### src/source/rv_pkg.sv
// shared ISA constants, types and memory map for the RV32 subsystem
`default_nettype none

package rv_pkg;
    localparam int data_width    = 32;
    localparam int addr_width    = 32;
    localparam int num_regs      = 32;
    localparam int mem_words     = 256;
    localparam int mem_idx_width = $clog2(mem_words);

    typedef logic [data_width-1:0] data_t;
    typedef logic [addr_width-1:0] addr_t;
    typedef logic [4:0]            reg_sel_t;
    typedef logic [31:0]           instr_t;
    typedef logic [6:0]            opcode_t;

    // major opcodes
    localparam opcode_t op_opimm  = 7'b0010011;
    localparam opcode_t op_load   = 7'b0000011;
    localparam opcode_t op_store  = 7'b0100011;
    localparam opcode_t op_branch = 7'b1100011;
    localparam opcode_t op_op     = 7'b0110011;
    localparam opcode_t op_lui    = 7'b0110111;
    localparam opcode_t op_auipc  = 7'b0010111;

    localparam logic [2:0] f3_addi = 3'b000;
    localparam logic [2:0] f3_lw   = 3'b010;
    localparam logic [2:0] f3_sw   = 3'b010;
    localparam logic [2:0] f3_beq  = 3'b000;
    localparam logic [2:0] f3_bne  = 3'b001;

    // {funct7, funct3} for the register-register group
    localparam logic [9:0] fn_add  = 10'b0000000_000;
    localparam logic [9:0] fn_sub  = 10'b0100000_000;
    localparam logic [9:0] fn_sll  = 10'b0000000_001;
    localparam logic [9:0] fn_slt  = 10'b0000000_010;
    localparam logic [9:0] fn_sltu = 10'b0000000_011;
    localparam logic [9:0] fn_xor  = 10'b0000000_100;
    localparam logic [9:0] fn_srl  = 10'b0000000_101;
    localparam logic [9:0] fn_sra  = 10'b0100000_101;
    localparam logic [9:0] fn_or   = 10'b0000000_110;
    localparam logic [9:0] fn_and  = 10'b0000000_111;
    localparam logic [9:0] fn_mul  = 10'b0000001_000;

    // store targets that never reach memory
    localparam addr_t addr_out_int   = 32'd1000;
    localparam addr_t addr_halt      = 32'd1004;
    localparam addr_t addr_out_float = 32'd1008;

    typedef struct packed {
        opcode_t    op;
        logic [2:0] funct3;
        logic [9:0] op_funct;
        reg_sel_t   rd;
        reg_sel_t   rs1;
        reg_sel_t   rs2;
        data_t      imm_i;
        data_t      imm_s;
        data_t      imm_b;
        data_t      imm_u;
    } decoded_t;

    typedef struct packed {
        logic  rd_req;
        logic  wr_req;
        addr_t addr;
        data_t wr_data;
    } mem_req_t;

    typedef struct packed {
        logic  int_en;
        logic  float_en;
        logic  halt;
        data_t data;
    } out_req_t;

    typedef enum logic [1:0] {
        st_fetch,
        st_execute,
        st_mem_wait,
        st_halted
    } core_state_t;
endpackage

`default_nettype wire

### src/source/reg_file.sv
// integer register file, two combinational read ports and one write port
`default_nettype none
`timescale 1ns/1ps

module reg_file (
    input  logic             clk,
    input  logic             rst,
    input  rv_pkg::reg_sel_t rs1,
    input  rv_pkg::reg_sel_t rs2,
    input  rv_pkg::reg_sel_t wr_sel,
    input  rv_pkg::data_t    wr_data,
    input  logic             wr_en,
    output rv_pkg::data_t    rs1_data,
    output rv_pkg::data_t    rs2_data
);
    rv_pkg::data_t regs [rv_pkg::num_regs];

    always_ff @(posedge clk or posedge rst) begin
        if (rst) begin
            for (int i = 0; i < rv_pkg::num_regs; i++) begin
                regs[i] <= '0;
            end
        end else if (wr_en && (wr_sel != '0)) begin
            // x0 is never written so it reads as zero
            regs[wr_sel] <= wr_data;
        end
    end

    assign rs1_data = regs[rs1];
    assign rs2_data = regs[rs2];
endmodule

`default_nettype wire

### config.mk
export PLATFORM = sky130hd
export DESIGN_NAME = reg_file
export DESIGN_NICKNAME = d
export VERILOG_FILES = /design/src/source/rv_pkg.sv /design/src/source/reg_file.sv
export SDC_FILE = /design/constraint.sdc
export NUM_CORES = 2
export LEC_CHECK = 0
export ABC_AREA = 1
export CORE_ASPECT_RATIO = 0.5
export CORE_MARGIN = 1.5
export CORE_UTILIZATION = 45
export DETAILED_ROUTE_END_ITERATION = 8
export DONT_BUFFER_PORTS = 1
export PLACE_DENSITY_LB_ADDON = 0.05
export REMOVE_ABC_BUFFERS = 1
export SLEW_MARGIN = 25
export SYNTH_ARGS = -nofsm -noshare
export SYNTH_HDL_FRONTEND = slang
export SYNTH_SLANG_ARGS = --single-unit
### constraint.sdc
create_clock -name clk -period 34.3 [get_ports clk]
set_clock_uncertainty 0.15 [all_clocks]
set_input_delay 5.145 -clock clk [delete_from_list [all_inputs] [get_ports clk]]
set_output_delay 5.145 -clock clk [all_outputs]
set_load 0.05 [all_outputs]
Word level (Yosys, flattened, before mapping)
Cells that the tools add are included.
W data, S select, Z words.
Operators by class
  order comparisons: 4
  mux-type cells: 9
  bitwise logic cells: 3
  reduce and logical (&&, ||, !) cells: 3
Operator list (number)
  $bwmux W1024: 1
  $bmux W32 S5: 2
  $demux W32 S5: 1
  $mux W32: 5
  $ge A6 B6 Y1 const B: 3
  $not A5 Y6: 3
  $lt A6 B1 Y1 const B: 1
  $reduce_bool A5 Y1: 1
  $logic_and A1 B1 Y1: 2
Word-level totals
  register bits: 1024
  input bits: 50
  output and inout port bits: 64
  logic and storage cells: 51

Longest topological paths before layout
  depth in word-level cells: 6
  mapped depth: 12
  mapped depth without buffers: 9

Least setup slack after synthesis
No wires, ideal clock.
  kind: input port to output port
  start: input rs2[0]
  end: output rs2_data[16]
  data arrival time: 6658 ps
  data required time: 29005 ps
  setup slack: 22347 ps
  stages on the path: 12
  path buffers: 3
  path through: buf_2 > inv_2 > clkbuf_1 > clkbuf_1 > nand2_1 > nand3_1 > nand3_1 > nand2_1 > nand2_1 > nand2_1 > nand2_1 > nand2_1
Between the ends
  cells in the longest elaborated chain, start to end: 4
Ends and longest elaborated chain
  start: declaration: RTL line reg_file.sv:9  | input rv_pkg::reg_sel_t rs2,
  $not A5 Y6 (not written as such): RTL line reg_file.sv:30  | assign rs2_data = regs[rs2];
  $bmux W32 S5: RTL line reg_file.sv:30
  $mux W32 (not written as such) (2 in a row): RTL line reg_file.sv:30
  end: declaration: RTL line reg_file.sv:14  | output rv_pkg::data_t rs2_data
Every way passes these cells. The select of a mux whose other input is x is not followed.

Worst setup path after layout
  start: input rs1[0]
  end: output rs1_data[29]
Between the ends
  cells in the longest elaborated chain, start to end: 4
Ends and longest elaborated chain
  start: declaration: RTL line reg_file.sv:8  | input rv_pkg::reg_sel_t rs1,
  $not A5 Y6 (not written as such): RTL line reg_file.sv:29  | assign rs1_data = regs[rs1];
  $bmux W32 S5: RTL line reg_file.sv:29
  $mux W32 (not written as such) (2 in a row): RTL line reg_file.sv:29
  end: declaration: RTL line reg_file.sv:13  | output rv_pkg::data_t rs1_data,
Every way passes these cells. The select of a mux whose other input is x is not followed.

==> impl_metrics.toml <==
[yosys]
synth_cell_type_count = 19
synth-seq-cells = 1024
avgSynthCellArea_um2 = 6.82
yosys_warnings = 0
synth.area.top_cells = "dfrtp_1 45%, nand2_1 25%, nand3_1 14%, o21ai_0 7.1%, clkbuf_1 3.7%"
yosysTopAreaCell = "dfrtp_1"
syn_inst = 8272
synth_top_area_share_pct = 45.5
synth-seq-area-share_pct = 45.5
syn-cell-area_mm2 = 0.0564

[cells_and_area]
multi_input_area_mm2 = 0.0278
largest_register_ffs = 1024
syn_to_final_growth_pct = 5.54
fill_cells = 12800
fin_util_pct = 48.1
drive_gt1_share_pct = 3.29
final_nets = 7714
top_register = "regs"
num_antenna_cells = 0
reg_top3 = "regs x1024"
stdcell_count = 9416
register_area_mm2 = 0.0256

[detailed_routing]
via_per_inst = 5.82
drc = 0
drt_first_pass_iters = 6
routed_wl_um = 223000
drt-initial-drc-count = 6736
drt.antenna.violating_nets = 0
wl_per_cell_um = 23.7
vias = 54800

[clock_tree]
htreeDepth = 3
clock_path_buffers = 3
cts_setup_buffers = 0
clkSinkCount = 1024
cts_tree = "yes"
cts_hold_buf = 0
clock_latency_ps = 710
cts-resized-gates = 0
path_clk_slew_ps = 60
clockRootBuffer = "clkbuf_16"
cts_buffers = 102

[placement]
gp_congestion = 0.793
place_ws_ps = 20140
io_buffers = 0
dp.cells = 9233
place_hpwl_um = 102000

[grt]
grt_usage_pct = 34.7
grt_pass1_wl_um = 334000
overflow = 0
met2_usage_pct = 52.5
top_usage_layer = "met2"
grtUsageMet3_pct = 6.27
use_met1_pct = 50.7
grt_pass1_vias = 50600
grt_max_degree = 514
grt_antenna_before_repair = 1

[critical_path]
worst_ep_arrival_time_ps = 9900
worst-path-max-fanout = 513
crit_slowest_cell = "inv_8"
r2r-start = "regs[797]$_DFFE_PP0P_"
critPathKind = "input pin to output pin"
crit_required_ps = 29000
crit_chain = "inv_8 -> buf_4 -> buf_4 -> nand2_1 -> nand3_1 -> nand3_1 -> nand2_1 -> nand2_1 -> nand2_1 -> nand2_1 -> nand2_1"
crit_path_frequent_cell = "nand2_1"
reg2reg_depth = 2
worst_setup_path_start_kind = "input pin"
crit_family = "buffers and inverters"
worstSetupEndpointType = "output pin"
timing.rr.end = "regs[797]$_DFFE_PP0P_"
critPathMaxStageDelay_ps = 1170
cp_num_buf_inv = 3
reg2reg_slack_ps = 33340

[timing]
finalHoldViolCount = 0
worst_pin_slew_ps = 3730
layout_min_cycle_time_ps = 15200
setup_ws_ps = 19100
rsz0062_at_grt = "false"
clock.fmax_ghz = 0.0658
timing.hold.ws_ps = 255
final-setup-viol-count = 0
relSlewSlack_pct = -149
tns_ps = 0
slew_violations = 532
fin_crit_sh_pct = 44.3

[worst_hold_path]
hold_class = "flop to flop"
worstHoldEndpoint = "regs[993]$_DFFE_PP0P_"
worstHoldPathCells = 0
hold_start = "regs[993]$_DFFE_PP0P_"

[floorplanning]
die_area_mm2 = 0.128
start_util_pct = 45.5
io_pins = 114
rows = 91
core_mm2 = 0.124
die_w_um = 504
die_h_um = 253

[power_and_ir_drop]
leakage_nw = 28.1
powerDensity_mw_per_mm2 = 57.9
vdd_drop_max_v = 0.0000433

[run]
maxCapViolations = 0

[run_status]
outcome = "finished with violations"
violations = "slew limit"
==> stage by stage <==
stage	power, mW	instance area (um^2)
2_1_floorplan	2.11	53300
3_3_place_gp	2.27	56000
3_5_place_dp	2.28	56100
4_1_cts	3.44	59400
5_1_grt	3.63	59500
6_report	3.44	59500
==> area by class of cell <==
cell class / instances / share of cell area, %
clock buffers: 156 / 5.16
clock inverters: 26 / 0.435
inverters: 55 / 0.444
multi-input cells: 6443 / 46.7
flip-flops and latches: 1024 / 43.1
well taps: 1674 / 3.52
repair buffers: 38 / 0.639
==> per-layer routing <==
metal	up-vias	routed length, um
met5	-	13
met4	2	6410
met3	383	20600
met2	2491	95800
met1	26400	100000
li1	25600	-
==> kinds of logic (layout without fill, tap and decap cells) <==
family	Yosys count	in the layout	share of synthesized area, %
buf+inv	805	275	5.76
flops	1024	1024	45.5
simple gates	5451	5451	40.0
compound gates	992	992	8.81
==> synthesized netlist by cell type <==
| library cell | number |
|---|---|
| nor3_4 | 3 |
| a21oi_1 | 160 |
| inv_2 | 12 |
| buf_1 | 63 |
| nor2_4 | 5 |
| clkbuf_1 | 557 |
| nand3_1 | 1537 |
| nor3_1 | 5 |
| o21ai_1 | 27 |
| buf_6 | 9 |
| inv_1 | 43 |
| nor3_2 | 3 |
| dfrtp_1 | 1024 |
| nor2_1 | 160 |
| buf_2 | 118 |
| nand2_1 | 3717 |
| o21ai_0 | 805 |
| nand2_2 | 21 |
| buf_4 | 3 |
==> cells in the final DEF (no fill, tap or decap), drive strengths merged <==
cell and count:
nand2 3738, inv 53, nor2 165, clkbuf 156
a21oi 160, bufinv 5, nand3 1537, buf 38
nor3 11, clkinv 23, dfrtp 1024, o21ai 832
==> worst max-delay path by stage <==
stage,end,slack [ps],depth (start not counted),startpoint
floorplan,regs[0]$_DFFE_PP0P_,190,1,rst
CTS,rs1_data[29],20210,11,rs1[0]
global placement,rs1_data[29],20250,11,rs1[0]
global route,rs1_data[29],19660,11,rs1[0]
finish,rs1_data[29],19100,11,rs1[0]
detailed placement,rs1_data[29],20140,11,rs1[0]
==> where the power goes <==
group          leakage, nW  internal (mW)  switching (mW)  total, mW
clock network         1.66          0.650           0.518       1.17
logic                 13.3          0.236           0.420      0.656
registers             13.2           1.44           0.183       1.62
total                 28.1           2.32            1.12       3.44
Note: power is estimated with default switching activity, not from simulation.
