`config.mk`:
```
export PLATFORM = sky130hd
export DESIGN_NAME = out_port
export DESIGN_NICKNAME = d
export VERILOG_FILES = /design/src/source/rv_pkg.sv /design/src/source/out_port.sv
export SDC_FILE = /design/constraint.sdc
export NUM_CORES = 1
export LEC_CHECK = 0
export ABC_CLOCK_PERIOD_IN_PS = 1050
export BUFFER_PORTS_ARGS = -buffer_cell sky130_fd_sc_hd__buf_4
export CAP_MARGIN = 20
export CORE_MARGIN = 2
export CORE_UTILIZATION = 42
export DETAILED_ROUTE_END_ITERATION = 12
export PLACE_DENSITY_LB_ADDON = 0.05
export SLEW_MARGIN = 25
export SYNTH_ARGS = -nofsm -noshare
export SYNTH_HDL_FRONTEND = slang
export SYNTH_SLANG_ARGS = --single-unit
```
`constraint.sdc`:
```
create_clock -name clk -period 1.05 [get_ports clk]
set_input_delay 0.1575 -clock clk [delete_from_list [all_inputs] [get_ports clk]]
set_output_delay 0.1575 -clock clk [all_outputs]
set_load 0.01 [all_outputs]
```
`src/source/rv_pkg.sv`:
```
// shared ISA constants, types and memory map for the RV32 subsystem
`default_nettype none

package rv_pkg;
    localparam int data_width    = 32;
    localparam int addr_width    = 32;
    localparam int num_regs      = 32;
    localparam int mem_words     = 256;
    localparam int mem_idx_width = $clog2(mem_words);

    typedef logic [data_width-1:0] data_t;
    typedef logic [addr_width-1:0] addr_t;
    typedef logic [4:0]            reg_sel_t;
    typedef logic [31:0]           instr_t;
    typedef logic [6:0]            opcode_t;

    // major opcodes
    localparam opcode_t op_opimm  = 7'b0010011;
    localparam opcode_t op_load   = 7'b0000011;
    localparam opcode_t op_store  = 7'b0100011;
    localparam opcode_t op_branch = 7'b1100011;
    localparam opcode_t op_op     = 7'b0110011;
    localparam opcode_t op_lui    = 7'b0110111;
    localparam opcode_t op_auipc  = 7'b0010111;

    localparam logic [2:0] f3_addi = 3'b000;
    localparam logic [2:0] f3_lw   = 3'b010;
    localparam logic [2:0] f3_sw   = 3'b010;
    localparam logic [2:0] f3_beq  = 3'b000;
    localparam logic [2:0] f3_bne  = 3'b001;

    // {funct7, funct3} for the register-register group
    localparam logic [9:0] fn_add  = 10'b0000000_000;
    localparam logic [9:0] fn_sub  = 10'b0100000_000;
    localparam logic [9:0] fn_sll  = 10'b0000000_001;
    localparam logic [9:0] fn_slt  = 10'b0000000_010;
    localparam logic [9:0] fn_sltu = 10'b0000000_011;
    localparam logic [9:0] fn_xor  = 10'b0000000_100;
    localparam logic [9:0] fn_srl  = 10'b0000000_101;
    localparam logic [9:0] fn_sra  = 10'b0100000_101;
    localparam logic [9:0] fn_or   = 10'b0000000_110;
    localparam logic [9:0] fn_and  = 10'b0000000_111;
    localparam logic [9:0] fn_mul  = 10'b0000001_000;

    // store targets that never reach memory
    localparam addr_t addr_out_int   = 32'd1000;
    localparam addr_t addr_halt      = 32'd1004;
    localparam addr_t addr_out_float = 32'd1008;

    typedef struct packed {
        opcode_t    op;
        logic [2:0] funct3;
        logic [9:0] op_funct;
        reg_sel_t   rd;
        reg_sel_t   rs1;
        reg_sel_t   rs2;
        data_t      imm_i;
        data_t      imm_s;
        data_t      imm_b;
        data_t      imm_u;
    } decoded_t;

    typedef struct packed {
        logic  rd_req;
        logic  wr_req;
        addr_t addr;
        data_t wr_data;
    } mem_req_t;

    typedef struct packed {
        logic  int_en;
        logic  float_en;
        logic  halt;
        data_t data;
    } out_req_t;

    typedef enum logic [1:0] {
        st_fetch,
        st_execute,
        st_mem_wait,
        st_halted
    } core_state_t;
endpackage

`default_nettype wire

```
`src/source/out_port.sv`:
```
// output port, registers the int/float strobes and data and holds the halt flag
`default_nettype none
`timescale 1ns/1ps

module out_port (
    input  logic             clk,
    input  logic             rst,
    input  rv_pkg::out_req_t req,
    output rv_pkg::data_t    out_data,
    output logic             out_int_valid,
    output logic             out_float_valid,
    output logic             halted
);
    always_ff @(posedge clk or posedge rst) begin
        if (rst) begin
            out_int_valid   <= 1'b0;
            out_float_valid <= 1'b0;
            halted          <= 1'b0;
        end else begin
            out_int_valid   <= req.int_en;
            out_float_valid <= req.float_en;
            // sticky until reset
            if (req.halt) begin
                halted <= 1'b1;
            end
        end
    end

    // data stays put between strobes
    always_ff @(posedge clk) begin
        if (req.int_en || req.float_en) begin
            out_data <= req.data;
        end
    end
endmodule

`default_nettype wire

```
# Yosys cells after proc, flatten, opt, wreduce, memory -nomap -nowiden

Index checks and enable logic that the tools add are counted.

Word-level logic and storage cells: 5
Register bits after elaboration: 35
Output and inout port bits: 35
Input bits: 37

Reductions and logical operators: 1

Operator list:

| kind             | count |
|---|---|
| 1-bit logical OR | 1 |

# Logic depth before layout (Yosys ltp)

Gate-level depths: netlist of run 1.

Depth in word-level cells: 1
Gate-level depth with buffers: 1

# Worst setup path before layout of run 1

OpenSTA, ideal clock, no wires.

Kind: input-to-reg
From: input req[34] (netlist bit)
To: register out_data[0], enable pin
Setup slack: -0.241 ns
Data arrival time: 0.900 ns
Path buffers: 0
Cell stages on the path: 1
Required time: 0.660 ns
Library setup time: 0.390 ns
Cells stage by stage: or2_1

Longest elaborated chain between the ends: 1

RTL lines:

| element              | line           | text |
|---|---|---|
| from (decl)          | out_port.sv:8  | `input rv_pkg::out_req_t req,` |
| 1-bit logical OR     | out_port.sv:31 | `if (req.int_en \|\| req.float_en) begin` |
| to (signal assigned) | out_port.sv:32 | `out_data <= req.data;` |
| to (decl)            | out_port.sv:9  | `output rv_pkg::data_t out_data,` |

No other way between the ends.
A chain may end at the register's enable or synchronous reset.

# Final worst setup path of run 1

From: register out_data[10]
To: output out_data[10]

No word-level cell between the ends.

==> reports/metrics.cfg, run 1 <==
[run_status]
outcome = completed

[worst_setup_path]
critPathTopFamily = flip-flops
end_kind = primary output
cp_max_fo = 1
cp.arrival_ns = 0.89
cpPeakStageDelay_ns = 0.40
crit_buf_inv = 1
slowest_stage = edfxtp_1
reg2reg_depth = 1
crit_chain = buf_4
r2r_end = halted
reg2reg_from = halted
regToRegSetupSlack_ns = 0.32
worstSetupPathType = flop to primary output
required_ns = 0.89
crit_cells = 1
critPathCapture = out_data[10]
start_kind = flop
crit_start = out_data[10]

[routing]
drtPass1Iterations = 4
vias_per_cell = 4.22
drc = 0
num_vias = 768
drt-total-wl_mm = 2.40
antenna_left = 0
wl_per_cell_um = 13.2
drtIter0Drc = 15

[grt]
overflow = 0
grt_pass1_vias = 612
groute.usage.overall_pct = 14.3
antenna_found_initial = 0
grt_max_degree = 33
grt_pass1_wl_mm = 2.70

[clocking]
cts_setup_buffers = 0
cts-buffers-inserted = 5
clock-sinks = 35
worstSkewPairLatency_ns = 0.32
ctsHtreeMaxLevel = 2
cts_max_path_buffers = 2
cts_root_buf = clkbuf_4
clkTransAtPathRegs_ns = 0.09
cts_tree = done

[power_and_ir_drop]
clkPwrFrac_pct = 23.3
irDropWorstVdd_uv = 1350
p_sw_mw = 0.605
seqPwrFrac_pct = 59.3
leakage_nw = 0.897
cellInternalPower_mw = 2.25
pwr-share-comb_pct = 17.4
pwr_density_cell_nw_per_um2 = 1380
switching_share_pct = 21.2

[worst_hold_path]
hp-class = input pin to flop
hold_start = req[21]

[job]
max_cap_viol_count = 0

[synth]
synth.mux.area_fraction_pct = 0
syn_inst = 38
ys_ff_latch = 35
synth_top_family_by_area = simple AND/OR/NAND/NOR gates
synth_cell_types = 4
syn_nets = 75
yosys.area_share.simple_pct = 1.19
synth-adder-area-share_pct = 0
synth-xor-area-share_pct = 0
synth.avg_cell_area_sq_um = 27.7
syn_area_sq_um = 1050
synth-compound-area-share_pct = 0
ys_warn_count = 0
ys_seq_area_share_pct = 98.5

[sta]
report.final.slew_viol_count = 0
max_slew_margin_pct = 88.6
finalSetupViolations = 0
whs_ns = 0.0146
fin_ws_ns = 0.00580
fin_crit_sh_pct = 99.4
skew_ns = 0
rsz0062_at_grt = yes
fin_crit_ns = 1.04
hold_violations = 0
fmax_ghz = 0.958
worst_pin_slew_ns = 0.172

[die]
die-area_sq_um = 2920
core_sq_um = 2430
ios = 72
initial_core_util_pct = 43.3
die_w_um = 54.1
die_y_um = 54.1
rows = 18

[cells_and_area]
final_cell_mix = buf_4, dlygate4sd3_1, edfxtp_1
multi_input_area_sq_um = 12.5
final_common_cell = buf_4
ff_latch_area_sq_um = 1040
utilization_pct = 84.9
drive_gt1_share_pct = 51.3
diodes = 0
nets = 188
fill_cells = 120
syn2layout_area_growth_pct = 96.3

[placed_design]
port_buffers = 71
pre_cts_slack_ns = 0.0201
place_congestion = 0.653

## layer usage
| metal | wire [um] | track usage, % | up-vias |
|---|---|---|---|
| met5 | 0 | 0 | - |
| li1 | - | - | 372 |
| met2 | 1280 | 24.6 | 42 |
| met3 | 186 | 5.83 | 3 |
| met1 | 913 | 15.3 | 351 |
| met4 | 23 | 6.25 | 0 |
## state kept, by name, summed over array words and instances (netlist names)
signal / cells
out_data: 32
halted: 1
out_float_valid: 1
out_int_valid: 1
## through the flow
| stage | instance area [sq um] | setup TNS (ns) | power, mW | cells |
|---|---|---|---|---|
| after floorplan | 1050 | 0 | 1.80 | 38 |
| after global placement | 1640 | 0 | 2.09 | 140 |
| after detailed placement | 1640 | 0 | 2.10 | 140 |
| after CTS | 1840 | -0.0113 | 2.78 | 162 |
| after global routing | 2070 | -0.240 | 2.98 | 182 |
| final | 2070 | 0 | 2.85 | 182 |
## logic make-up after synthesis
group | count (synthesis)
buffers and inverters | 1
AND/OR/NAND/NOR | 2
flip-flops | 35
## cell type report
cell class                      instances  area share (%)
Tap cell                               30            1.82
Inverter                                1           0.182
Clock buffer                            8            2.36
Timing Repair Buffer                  106            44.9
Sequential cell                        35            50.2
Multi-Input combinational cell          2           0.606
## Yosys cell counts
cell type,number,area share [%]
dfrtp_1,3,7.1
edfxtp_1,32,91
inv_1,1,0.36
or2_1,2,1.2
## how the worst min path moves through the flow
stage / endpoint / slack, ns / cells after the start
2_1_floorplan: halted / -0.09 / 1
3_3_place_gp: halted / 0.03 / 2
3_5_place_dp: out_float_valid / 0.04 / 2
4_1_cts: out_data[22] / 0.0007 / 1
5_1_grt: out_data[21] / -0.006 / 1
6_report: out_data[21] / 0.01 / 1
## power by group through the flow
stage	clock network, mW	logic, mW	registers (mW)
after floorplan	0	0.0203	1.78
after global placement	0	0.374	1.71
after detailed placement	0	0.379	1.72
after CTS	0.665	0.424	1.69
after global routing	0.743	0.532	1.70
final	0.664	0.497	1.69
## what timing repair did
action / 4_1_cts / 5_1_grt
hold buffers: 14 / 20
cloned: 0 / 0
gates resized for setup: 2 / 7
hold endpoints to repair: 16 / 20
setup endpoints to repair: 2 / 11
(Power assumes the default switching activity.)
==> run 2: changes to the inputs <==
--- a/config.mk
+++ b/config.mk
@@ -9,10 +9,9 @@
 export BUFFER_PORTS_ARGS = -buffer_cell sky130_fd_sc_hd__buf_4
 export CAP_MARGIN = 20
 export CORE_MARGIN = 2
-export CORE_UTILIZATION = 42
+export CORE_UTILIZATION = 40
 export DETAILED_ROUTE_END_ITERATION = 12
 export PLACE_DENSITY_LB_ADDON = 0.05
-export SLEW_MARGIN = 25
 export SYNTH_ARGS = -nofsm -noshare
 export SYNTH_HDL_FRONTEND = slang
 export SYNTH_SLANG_ARGS = --single-unit
==> reports/metrics.cfg, run 2 (synthesis results as in run 1) <==
[grt]
grt_max_degree = 33
grt_pass1_vias = 724
overflow = 0
antenna_found_initial = 0
groute.usage.overall_pct = 15.2
grt_pass1_wl_mm = 3.51

[sta]
finalSetupViolations = 1
report.final.slew_viol_count = 0
worst_pin_slew_ns = 0.168
hold_violations = 0
fin_crit_sh_pct = 100
rsz0062_at_grt = yes
fmax_ghz = 0.950
fin_ws_ns = -0.00307
fin_crit_ns = 1.05
whs_ns = 0.0118
max_slew_margin_pct = 88.8
skew_ns = 0

[power_and_ir_drop]
pwr_density_cell_nw_per_um2 = 1460
leakage_nw = 0.890
irDropWorstVdd_uv = 1200

[die]
die_w_um = 55.3
ios = 72
die_y_um = 55.3
die-area_sq_um = 3060
rows = 18
initial_core_util_pct = 42.5
core_sq_um = 2480

[clocking]
cts_tree = done
clkTransAtPathRegs_ns = 0.10
cts_setup_buffers = 0
cts_root_buf = clkbuf_4
cts_max_path_buffers = 2
clock-sinks = 35
worstSkewPairLatency_ns = 0.32
ctsHtreeMaxLevel = 2
cts-buffers-inserted = 5

[routing]
drt-total-wl_mm = 2.62
vias_per_cell = 4.38
drc = 0
antenna_left = 0
drtIter0Drc = 14
num_vias = 776
wl_per_cell_um = 14.8
drtPass1Iterations = 2

[cells_and_area]
regMostFlops = out_data
nets = 183
syn2layout_area_growth_pct = 94.2
diodes = 0
final_common_cell = buf_4
utilization_pct = 82.5
largest_register_ffs = 32
fill_cells = 125
final_cell_mix = buf_4, edfxtp_1, dlygate4sd3_1
drive_gt1_share_pct = 54.4

[worst_setup_path]
required_ns = 0.89
slowest_stage = edfxtp_1
cpPeakStageDelay_ns = 0.43
cp.arrival_ns = 0.90
critPathTopFamily = flip-flops
crit_buf_inv = 1
reg2reg_from = halted
start_kind = flop
cp_max_fo = 1
crit_start = out_data[11]
end_kind = primary output
crit_chain = buf_6
worstSetupPathType = flop to primary output

[worst_hold_path]
hold_start = req[15]
hp-class = input pin to flop

[placed_design]
place_congestion = 0.663
port_buffers = 71

[run_status]
violations = negative setup slack
outcome = complete, but fails checks

[job]
max_cap_viol_count = 0

[run 2: cell types whose count changed in the layout (fill, tap and decap cells not counted)]
cell,delta
dlygate4sd3_1,-5
buf_4,-2
buf_6,+2
clkbuf_1,-2
clkbuf_8,+2
[run 2: power breakdown]
| group | total, mW | internal (mW) | leakage (nW) | switching [mW] |
|---|---|---|---|---|
| sequential | 1.69 | 1.65 | 0.358 | 0.0424 |
| combinational | 0.492 | 0.321 | 0.494 | 0.171 |
| clock | 0.795 | 0.394 | 0.0386 | 0.401 |
| total | 2.98 | 2.37 | 0.890 | 0.615 |
[run 2: final cells by class]
type | instances | area [sq um] | share of cell area [%]
clock buffer | 8 | 68.8 | 3.37
tap | 30 | 37.5 | 1.84
inverter | 1 | 3.75 | 0.184
timing repair buffer | 101 | 885 | 43.3
multi-input combinational | 2 | 12.5 | 0.612
sequential | 35 | 1040 | 50.7
[run 2: final timing paths]
| kind | end | cells after the start | slack (ns) |
|---|---|---|---|
| setup / recovery | out_data[11] | 1 | -0.003 |
| hold / removal | out_data[15] | 1 | 0.01 |
| setup reg to reg | halted | 1 | 0.30 |
| hold reg to reg | halted | 1 | 0.53 |
| max in group asynchronous | halted | 3 | 0.66 |
| min in group asynchronous | out_float_valid | 3 | 0.26 |
[run 2: layer usage]
| layer | up-vias | part of all wire [%] | global-route usage [%] | wire length, um |
|---|---|---|---|---|
| met5 | - | 0 | 0 | 0 |
| met4 | 0 | 0.46 | 4.18 | 12 |
| met3 | 2 | 7.5 | 6.56 | 196 |
| met2 | 46 | 57 | 25.7 | 1500 |
| met1 | 365 | 35 | 17.8 | 914 |
| li1 | 363 | - | - | - |
[run 2: timing repair]
item / CTS / global route
hold endpoints to repair: 11 / 20
gates resized for setup: 0 / 11
setup endpoints to repair: 0 / 13
hold buffers: 9 / 20
[run 2: through the flow]
step	setup slack (ns)	std cells	cell area (sq um)	TNS, ns	power [mW]
floorplan	0.0518	38	1050	0	1.80
global placement	0.0305	140	1640	0	2.09
detailed placement	0.0178	140	1640	0	2.10
CTS	0.00196	157	1800	0	2.90
global route	-0.0317	177	2040	-0.117	3.10
finish	-0.00307	177	2040	-0.00307	2.98
