--- src/source/rv_pkg.sv ---
// shared ISA constants, types and memory map for the RV32 subsystem
`default_nettype none

package rv_pkg;
    localparam int data_width    = 32;
    localparam int addr_width    = 32;
    localparam int num_regs      = 32;
    localparam int mem_words     = 256;
    localparam int mem_idx_width = $clog2(mem_words);

    typedef logic [data_width-1:0] data_t;
    typedef logic [addr_width-1:0] addr_t;
    typedef logic [4:0]            reg_sel_t;
    typedef logic [31:0]           instr_t;
    typedef logic [6:0]            opcode_t;

    // major opcodes
    localparam opcode_t op_opimm  = 7'b0010011;
    localparam opcode_t op_load   = 7'b0000011;
    localparam opcode_t op_store  = 7'b0100011;
    localparam opcode_t op_branch = 7'b1100011;
    localparam opcode_t op_op     = 7'b0110011;
    localparam opcode_t op_lui    = 7'b0110111;
    localparam opcode_t op_auipc  = 7'b0010111;

    localparam logic [2:0] f3_addi = 3'b000;
    localparam logic [2:0] f3_lw   = 3'b010;
    localparam logic [2:0] f3_sw   = 3'b010;
    localparam logic [2:0] f3_beq  = 3'b000;
    localparam logic [2:0] f3_bne  = 3'b001;

    // {funct7, funct3} for the register-register group
    localparam logic [9:0] fn_add  = 10'b0000000_000;
    localparam logic [9:0] fn_sub  = 10'b0100000_000;
    localparam logic [9:0] fn_sll  = 10'b0000000_001;
    localparam logic [9:0] fn_slt  = 10'b0000000_010;
    localparam logic [9:0] fn_sltu = 10'b0000000_011;
    localparam logic [9:0] fn_xor  = 10'b0000000_100;
    localparam logic [9:0] fn_srl  = 10'b0000000_101;
    localparam logic [9:0] fn_sra  = 10'b0100000_101;
    localparam logic [9:0] fn_or   = 10'b0000000_110;
    localparam logic [9:0] fn_and  = 10'b0000000_111;
    localparam logic [9:0] fn_mul  = 10'b0000001_000;

    // store targets that never reach memory
    localparam addr_t addr_out_int   = 32'd1000;
    localparam addr_t addr_halt      = 32'd1004;
    localparam addr_t addr_out_float = 32'd1008;

    typedef struct packed {
        opcode_t    op;
        logic [2:0] funct3;
        logic [9:0] op_funct;
        reg_sel_t   rd;
        reg_sel_t   rs1;
        reg_sel_t   rs2;
        data_t      imm_i;
        data_t      imm_s;
        data_t      imm_b;
        data_t      imm_u;
    } decoded_t;

    typedef struct packed {
        logic  rd_req;
        logic  wr_req;
        addr_t addr;
        data_t wr_data;
    } mem_req_t;

    typedef struct packed {
        logic  int_en;
        logic  float_en;
        logic  halt;
        data_t data;
    } out_req_t;

    typedef enum logic [1:0] {
        st_fetch,
        st_execute,
        st_mem_wait,
        st_halted
    } core_state_t;
endpackage

`default_nettype wire

--- src/source/proc_core.sv ---
// multi-cycle RV32 core, fetch/execute/mem_wait FSM with ALU and branch logic
`default_nettype none
`timescale 1ns/1ps

module proc_core (
    input  logic             clk,
    input  logic             rst,
    input  rv_pkg::decoded_t dec,
    input  rv_pkg::data_t    rs1_data,
    input  rv_pkg::data_t    rs2_data,
    input  rv_pkg::data_t    mem_rd_data,
    input  logic             mem_ack,
    output rv_pkg::mem_req_t mem_req,
    output rv_pkg::reg_sel_t wr_sel,
    output rv_pkg::data_t    wr_data,
    output logic             wr_en,
    output rv_pkg::out_req_t out_req
);
    rv_pkg::core_state_t state;
    rv_pkg::core_state_t next_state;
    rv_pkg::addr_t       pc;
    rv_pkg::addr_t       next_pc;
    rv_pkg::reg_sel_t    pend_rd;
    rv_pkg::reg_sel_t    next_pend_rd;
    logic                pend_load;
    logic                next_pend_load;
    rv_pkg::data_t       alu_result;
    logic                alu_legal;
    rv_pkg::addr_t       ls_addr;
    logic                branch_taken;

    // register-register group
    always_comb begin
        alu_legal = 1'b1;
        case (dec.op_funct)
            rv_pkg::fn_add:  alu_result = rs1_data + rs2_data;
            rv_pkg::fn_sub:  alu_result = rs1_data - rs2_data;
            rv_pkg::fn_and:  alu_result = rs1_data & rs2_data;
            rv_pkg::fn_or:   alu_result = rs1_data | rs2_data;
            rv_pkg::fn_xor:  alu_result = rs1_data ^ rs2_data;
            rv_pkg::fn_sll:  alu_result = rs1_data << rs2_data[4:0];
            rv_pkg::fn_srl:  alu_result = rs1_data >> rs2_data[4:0];
            rv_pkg::fn_sra:  alu_result = $signed(rs1_data) >>> rs2_data[4:0];
            rv_pkg::fn_slt:  alu_result = {31'b0, $signed(rs1_data) < $signed(rs2_data)};
            rv_pkg::fn_sltu: alu_result = {31'b0, rs1_data < rs2_data};
            // low word of the product
            rv_pkg::fn_mul:  alu_result = rs1_data * rs2_data;
            default: begin
                alu_result = '0;
                alu_legal  = 1'b0;
            end
        endcase
    end

    assign ls_addr = rs1_data + ((dec.op == rv_pkg::op_store) ? dec.imm_s : dec.imm_i);
    assign branch_taken = (dec.funct3 == rv_pkg::f3_bne) ? (rs1_data != rs2_data)
                                                         : (rs1_data == rs2_data);

    always_comb begin
        next_state     = state;
        next_pc        = pc;
        next_pend_rd   = pend_rd;
        next_pend_load = pend_load;
        mem_req        = '0;
        wr_sel         = dec.rd;
        wr_data        = '0;
        wr_en          = 1'b0;
        out_req        = '0;

        case (state)
            rv_pkg::st_fetch: begin
                mem_req.rd_req = 1'b1;
                mem_req.addr   = pc;
                next_state     = rv_pkg::st_execute;
            end
            rv_pkg::st_execute: if (mem_ack) begin
                // instruction word is on mem_rd_data this cycle
                next_state = rv_pkg::st_fetch;
                next_pc    = pc + 32'd4;
                case (dec.op)
                    rv_pkg::op_opimm: begin
                        wr_en   = (dec.funct3 == rv_pkg::f3_addi);
                        wr_data = rs1_data + dec.imm_i;
                        out_req.halt = !wr_en;
                    end
                    rv_pkg::op_lui: begin
                        wr_en   = 1'b1;
                        wr_data = dec.imm_u;
                    end
                    rv_pkg::op_auipc: begin
                        wr_en   = 1'b1;
                        wr_data = pc + dec.imm_u;
                    end
                    rv_pkg::op_op: begin
                        wr_en   = alu_legal;
                        wr_data = alu_result;
                        out_req.halt = !alu_legal;
                    end
                    rv_pkg::op_branch: begin
                        if (dec.funct3 != rv_pkg::f3_beq && dec.funct3 != rv_pkg::f3_bne) begin
                            out_req.halt = 1'b1;
                        end else if (branch_taken) begin
                            next_pc = pc + dec.imm_b;
                        end
                    end
                    rv_pkg::op_load: begin
                        mem_req.rd_req = (dec.funct3 == rv_pkg::f3_lw);
                        mem_req.addr   = ls_addr;
                        next_pend_rd   = dec.rd;
                        next_pend_load = 1'b1;
                        next_state     = rv_pkg::st_mem_wait;
                        out_req.halt   = !mem_req.rd_req;
                    end
                    rv_pkg::op_store: begin
                        out_req.data = rs2_data;
                        if (dec.funct3 != rv_pkg::f3_sw) begin
                            out_req.halt = 1'b1;
                        end else begin
                            case (ls_addr)
                                rv_pkg::addr_out_int:   out_req.int_en   = 1'b1;
                                rv_pkg::addr_out_float: out_req.float_en = 1'b1;
                                rv_pkg::addr_halt:      out_req.halt     = 1'b1;
                                default: begin
                                    mem_req.wr_req  = 1'b1;
                                    mem_req.addr    = ls_addr;
                                    mem_req.wr_data = rs2_data;
                                    next_pend_load  = 1'b0;
                                    next_state      = rv_pkg::st_mem_wait;
                                end
                            endcase
                        end
                    end
                    default: out_req.halt = 1'b1;
                endcase
                // unknown opcode or function also stops the core
                if (out_req.halt) begin
                    next_state = rv_pkg::st_halted;
                end
            end
            rv_pkg::st_mem_wait: if (mem_ack) begin
                wr_en      = pend_load;
                wr_sel     = pend_rd;
                wr_data    = mem_rd_data;
                next_state = rv_pkg::st_fetch;
            end
            default: begin
                // halted until reset
            end
        endcase
    end

    always_ff @(posedge clk or posedge rst) begin
        if (rst) begin
            state     <= rv_pkg::st_fetch;
            pc        <= '0;
            pend_rd   <= '0;
            pend_load <= 1'b0;
        end else begin
            state     <= next_state;
            pc        <= next_pc;
            pend_rd   <= next_pend_rd;
            pend_load <= next_pend_load;
        end
    end
endmodule

`default_nettype wire

--- config.mk ---
export PLATFORM = sky130hd
export DESIGN_NAME = proc_core
export DESIGN_NICKNAME = d
export VERILOG_FILES = /design/src/source/rv_pkg.sv /design/src/source/proc_core.sv
export SDC_FILE = /design/constraint.sdc
export NUM_CORES = 2
export LEC_CHECK = 0
export ABC_AREA = 1
export BUFFER_PORTS_ARGS = -buffer_cell sky130_fd_sc_hd__buf_2
export CAP_MARGIN = 40
export CORE_MARGIN = 3
export CORE_UTILIZATION = 40
export CTS_CLUSTER_SIZE = 24
export DETAILED_ROUTE_END_ITERATION = 8
export HOLD_SLACK_MARGIN = 0.12
export SLEW_MARGIN = 5
export SYNTH_ARGS = -nofsm -noshare
export SYNTH_HDL_FRONTEND = slang
export SYNTH_SLANG_ARGS = --single-unit
export TNS_END_PERCENT = 1
--- constraint.sdc ---
create_clock -name clk -period 13.91 [get_ports clk]
set_input_delay 0.6955 -clock clk [delete_from_list [all_inputs] [get_ports clk]]
set_output_delay 0.6955 -clock clk [all_outputs]
set_load 0.01 [all_outputs]
# Yosys cells after proc, flatten, opt, wreduce, memory -nomap -nowiden
# Index checks and enable logic that the tools add are counted.
totals:
  out_inout_bits: 139
  reg_bits: 40
  elab_cells: 120
  input_bits: 262
classes:
  shifts: 3
  n_lt_le_gt_ge: 2
  add_sub_neg: 7
  bitwise_logic: 3
  n_reduce_logical: 17
  mul: 1
  n_eq_ne: 32
  n_mux: 51
ops:
  columns: ["cell", "count"]
  rows:
  - ["one-hot mux 32 bit (11 select lines)", 1]
  - ["2-to-1 mux 32 bit", 9]
  - ["one-hot mux 32 bit (2 select lines)", 3]
  - ["adder 32 bit", 5]
  - ["2-to-1 mux 65 bit", 2]
  - ["one-hot mux 32 bit (4 select lines)", 1]
  - ["equality test 32 x 10 -> 1 bit, second input constant", 3]
  - ["2-to-1 mux 35 bit", 2]
  - ["2-to-1 mux 66 bit", 1]
  - ["< comparator 32 bit", 2]
  - ["equality test 10 x 3 -> 1 bit, second input constant", 4]
  - ["adder 32 x 3 -> 32 bit, second input constant", 1]
  - ["bitwise AND 32 bit", 1]
  - ["equality test 32 bit", 1]
  - ["multiplier 32 x 32 -> 32 bit", 1]
  - ["!= test 32 bit", 1]
  - ["bitwise OR 32 bit", 1]
  - ["left shift 32 x 5 -> 32 bit", 1]
  - ["right shift 32 x 5 -> 32 bit", 1]
  - [">>> shifter 32 x 5 -> 32 bit", 1]
  - ["subtractor 32 bit", 1]
  - ["XOR 32 bit", 1]
  - ["equality test 7 x 6 -> 1 bit, second input constant", 3]
  - ["equality test 10 x 2 -> 1 bit, second input constant", 2]
  - ["other kinds (34)", 67]

# Depth between registers and ports, before layout
logic_depth:
  word_depth: 12
  ltp_mapped: 39
  mapped_depth_nobuf: 36

# Worst setup path after synthesis
# OpenSTA, ideal clock, no wires.
synth_timing:
  path_type: "in2out"
  start: "in rs2_data[3]"
  end: "out wr_data[31]"
  stages: 36
  path_buffers: 5
  required_time_ns: 13.215
  arrival_time_ns: 7.977
  path_slack_ns: 5.237
  path_cell_list: "clkbuf_1 clkbuf_1 clkbuf_1 clkbuf_1 buf_1 nand2_1 inv_1 fa_1 inv_1 fa_1 fa_1 fa_1 inv_1 fa_1 inv_1 fa_1 inv_1 fa_1 fa_1 ha_1 nand2_1 nor2_1 inv_1 nor3_1 nand3_1 nand3_1 nand3_1 nand2_1 a21oi_1 nand3_1 nand3_1 nand2_1 nand2_1 nand2_1 nand2_1 a21oi_1"
synth_via:
  elab_chain_cells: 5
  elab_cells_between_ends: 10
  classes_between: "add/sub (2); mul (1); shift (3); mux (4)"
synth_lines:
  columns: ["element", "line", "text"]
  rows:
  - ["from (decl)", "proc_core.sv:10", "input rv_pkg::data_t rs2_data,"]
  - ["multiplier 32 x 32 -> 32 bit, or another cell as far along", "proc_core.sv:47", "rv_pkg::fn_mul: alu_result = rs1_data * rs2_data;"]
  - ["one-hot mux 32 bit (11 select lines) *", "proc_core.sv:35", "case (dec.op_funct)"]
  - ["one-hot mux 32 bit (4 select lines) *", "proc_core.sv:80", "case (dec.op)"]
  - ["2-to-1 mux 32 bit *", "proc_core.sv:76", "rv_pkg::st_execute: if (mem_ack) begin"]
  - ["one-hot mux 32 bit (2 select lines) *", "proc_core.sv:70", "case (state)"]
  - ["to (decl)", "proc_core.sv:15", "output rv_pkg::data_t wr_data,"]
# Every way passes the cells marked *; elsewhere a longest branch is shown, timed or not.

# Worst setup path after layout
layout_timing:
  start: "in rs2_data[2]"
  end: "out wr_data[19]"
# Same word-level chain as after synthesis.

==> flow_summary.rst <==
.. list-table::
   :header-rows: 1

   * - Metric
     - Value
   * - Final estimated routing congestion in global placement
     - approximately 1.1
   * - Ys async rst share
     - 1.00
   * - Standard cell with the maximum stage delay on the critical path
     - sky130_fd_sc_hd__buf_4
   * - Result of the run
     - complete, no violations
   * - Filler cells
     - approximately 10k
   * - Total leakage power
     - 23.2 nW
   * - Instance area at placement
     - a little over 40,000 sq um
   * - Number of distinct standard cells referenced by the synthesized netlist
     - 65
   * - Area share of fa/ha/maj cells after synthesis
     - 0.334
   * - Ratio of final minimum period to clock period
     - 0.700
   * - Largest fanout of any net on the critical path
     - 51
   * - Number of slew-limit violations in the final report
     - 0
   * - Power density over cell area
     - 283 nW/um^2
   * - Area added between synthesis and finish
     - 8.80%
   * - X dimension of the die
     - about 310 um
   * - Startpoint kind of the worst setup timing path
     - primary input
   * - Top cells by count, synth
     - sky130_fd_sc_hd__nand2_1 (1,683), sky130_fd_sc_hd__inv_1 (1,201), sky130_fd_sc_hd__o21ai_0 (430)
   * - Type of the worst setup path
     - in -> out
   * - Clock Tree Buf Depth
     - 2
   * - Total negative slack for setup checks
     - 0 ns
   * - TritonCTS clock tree
     - built
   * - Max_slew headroom
     - 0.337
   * - Post-layout min period
     - 9.73 ns
   * - Pin count of the biggest net entering global routing
     - 74
   * - Slowest stage delay, CP
     - between 0.6 and 0.7 ns
   * - Worst voltage drop across the vdd grid
     - ~870 uV
   * - Clock-pin slew on the worst setup and hold paths
     - around 0.070 ns
   * - Die area
     - between 90,000 and 100,000 sq um
   * - Number of failing setup endpoints in the final timing report
     - 0
   * - DR vias
     - 44.1k
   * - Most frequently used cell type in the post-synthesis netlist
     - sky130_fd_sc_hd__nand2_1
   * - Cell row count
     - around 110
   * - Most frequently used flop master after synthesis
     - sky130_fd_sc_hd__dfrtp_1
   * - Layout cells sized above 1
     - 0.0900
   * - Clock sink count
     - 40
   * - Clock latency on the worst-skew pair
     - roughly 0.32 ns
   * - Initial antenna violation count
     - 18
   * - Clk root buf
     - sky130_fd_sc_hd__clkbuf_16
   * - Xor/xnor share of the synthesized area
     - 0.0245
   * - Total wire length
     - around 210 mm
   * - Post-synth net total
     - 7,249
   * - Required time of the critical path
     - roughly 13 ns
   * - Initial Utilization
     - 0.405
   * - Compound-gate portion of the synthesized area
     - 0.169
   * - Number of failing hold endpoints at the final stage
     - 0
   * - Type of destination of the critical path
     - output port
   * - First-pass GRT wire length
     - between 200 and 300 mm
   * - Peak Freq
     - 0.103 GHz
   * - Number of H-tree levels
     - 2
   * - Max-capacitance violation count
     - 0
   * - Post-Synthesis Cells
     - between 6k and 7k
   * - Detail Placement HPWL
     - 177 mm
   * - Hold buffer count at cts
     - 0
   * - Number of global-route vias before repair
     - roughly 42k
   * - R2r worst-path depth
     - 8
   * - Synth top area cells
     - sky130_fd_sc_hd__fa_1 (22%), sky130_fd_sc_hd__nand2_1 (17%), sky130_fd_sc_hd__inv_1 (12%)
   * - Area share of the leading cell type in the synthesized netlist
     - 0.219
   * - Slew @ Worst Pin
     - about 0.99 ns
   * - Detail-routed via count per cell
     - roughly 5.7
   * - Total setup buffers inserted after CTS
     - 0
   * - Area of the placeable core
     - about 94,000 sq um
   * - Worst EP arrival
     - roughly 9 ns
   * - Synth Warn #
     - 0
   * - EDFF count, synth
     - 0
   * - Cell type with the highest occurrence count on the critical path
     - sky130_fd_sc_hd__fa_1
   * - RSZ-0062 raised after global routing
     - no
   * - Synthesized cell area
     - between 30,000 and 40,000 sq um
   * - Port buffer count
     - roughly 400
   * - Cts bufs inserted
     - 5
   * - Chip height
     - roughly 310 um
   * - Portion of the post-synthesis area used by sequential elements
     - 0.0264
   * - Nets
     - around 7.5k
   * - Fraction of the mapped netlist area in simple logic gates
     - 0.295
   * - Average wire length per cell after detail routing
     - between 20 and 30 um
   * - I/O pin total
     - roughly 400
   * - Area of all placed cells without fillers
     - ~41,000 sq um
   * - Multiplexer share of the synthesized area
     - 0.00324
   * - Cell type with the highest aggregate area in the netlist
     - sky130_fd_sc_hd__fa_1
   * - Synthesized flop and latch total
     - 40
   * - Total gr overflow
     - 0
   * - Tightest Hold Check Type
     - reg -> reg
   * - Synthesized area per cell
     - around 6.1 sq um
   * - Number of gates given a new drive strength after cts
     - 0
   * - GR Util All Layers
     - 0.416
   * - Post-DRT Antenna Nets
     - 0
   * - Number of detailed-route iterations in the first pass
     - 6
   * - Dominant combinational cell family by area after synthesis
     - adder cells
   * - Clk_skew
     - about 0.011 ns
   * - Iteration-0 DRC count of the detailed router
     - between 4k and 5k
   * - DRC violations left
     - 0
   * - Number of instances on the worst hold path
     - 2
## kinds of logic after synthesis
| group | count (synthesis) |
|---|---|
| compound gates | 1145 |
| xor+xnor | 106 |
| fa+ha+maj | 763 |
| buf+inv | 1467 |
| flops | 40 |
| mux | 12 |
| simple gates | 2691 |
## worst max-delay path, delay by kind of cell
family          cells  cell delay (ns)
buf+inv             6             1.49
fa+ha+maj           9             3.77
simple gates        8             1.95
compound gates      6             1.03
## routing by layer
metal	share of wire	track usage
met1	0.41	0.550
met2	0.43	0.636
met3	0.10	0.0980
met4	0.064	0.207
met5	0.00013	0
## worst paths after layout
check	start	end	slack, ns
max in group asynchronous	rst	pc[28]	12.95
min reg2reg	pend_rd[4]	pend_rd[4]	0.49
max reg2reg	state[1]	pc[1]	10.41
max	rs2_data[2]	wr_data[19]	4.18
min in group asynchronous	rst	pc[4]	0.51
min	pend_rd[4]	pend_rd[4]	0.49
## area by class of cell
cell class	instances	area (sq um)	share of cell area
clock buffer	7	143	0.00346
inverter	1214	4560	0.111
timing repair buffer	468	2570	0.0623
multi-input combinational	4717	31300	0.761
sequential	40	1000	0.0243
clock inverter	1	7.51	0.000182
antenna	6	15.0	0.000364
tap	1254	1570	0.0381
## where the power goes
part / leakage (nW) / switching, mW / internal (mW) / total (mW)
logic: 22.6 / 7.32 / 3.98 / 11.3
registers: 0.472 / 0.0784 / 0.144 / 0.223
clock network: 0.0702 / 0.0602 / 0.0719 / 0.132
## state kept, by name, summed over array words and instances, names as in the netlist
name and flops:
pc 32, state 2, pend_load 1, pend_rd 5
## stage by stage
step	hold WS, ns	setup slack (ns)	utilization	std cells	power [mW]
2_1_floorplan	0.453	5.24	-	6224	7.68
3_3_place_gp	0.472	4.31	0.437	7679	11.0
3_5_place_dp	0.483	4.34	0.438	7692	11.1
4_1_cts	0.500	4.32	0.440	7700	11.3
5_1_grt	0.532	3.94	0.440	7701	12.8
6_report	0.493	4.18	0.440	7707	11.7
## layout by cell type (no fill, tap or decap), types with 19 or more instances in the layout
cell                       Yosys  routed
sky130_fd_sc_hd__o22ai_1      32      32
sky130_fd_sc_hd__buf_2        30     396
sky130_fd_sc_hd__dfrtp_1      40      40
sky130_fd_sc_hd__a211oi_1     21      21
sky130_fd_sc_hd__a31oi_1      27      27
sky130_fd_sc_hd__or2_2        52      52
sky130_fd_sc_hd__nand4_1      77      77
sky130_fd_sc_hd__nor2_1      422     420
sky130_fd_sc_hd__a21o_1       27      27
sky130_fd_sc_hd__o211ai_1     47      47
sky130_fd_sc_hd__inv_1      1201    1198
sky130_fd_sc_hd__buf_4         0      68
sky130_fd_sc_hd__xor2_1       67      67
sky130_fd_sc_hd__fa_1        414     414
sky130_fd_sc_hd__ha_1        349     349
sky130_fd_sc_hd__nand3_1     283     283
sky130_fd_sc_hd__nor3_1      105     103
sky130_fd_sc_hd__a21oi_1     408     408
sky130_fd_sc_hd__nand2_1    1683    1683
sky130_fd_sc_hd__nor4_1       22      19
sky130_fd_sc_hd__o21bai_1     22      22
sky130_fd_sc_hd__xnor2_1      39      39
sky130_fd_sc_hd__o21ai_0     430     430
sky130_fd_sc_hd__o21ai_1      34      34
No activity file was read; power rests on OpenSTA's default activity.
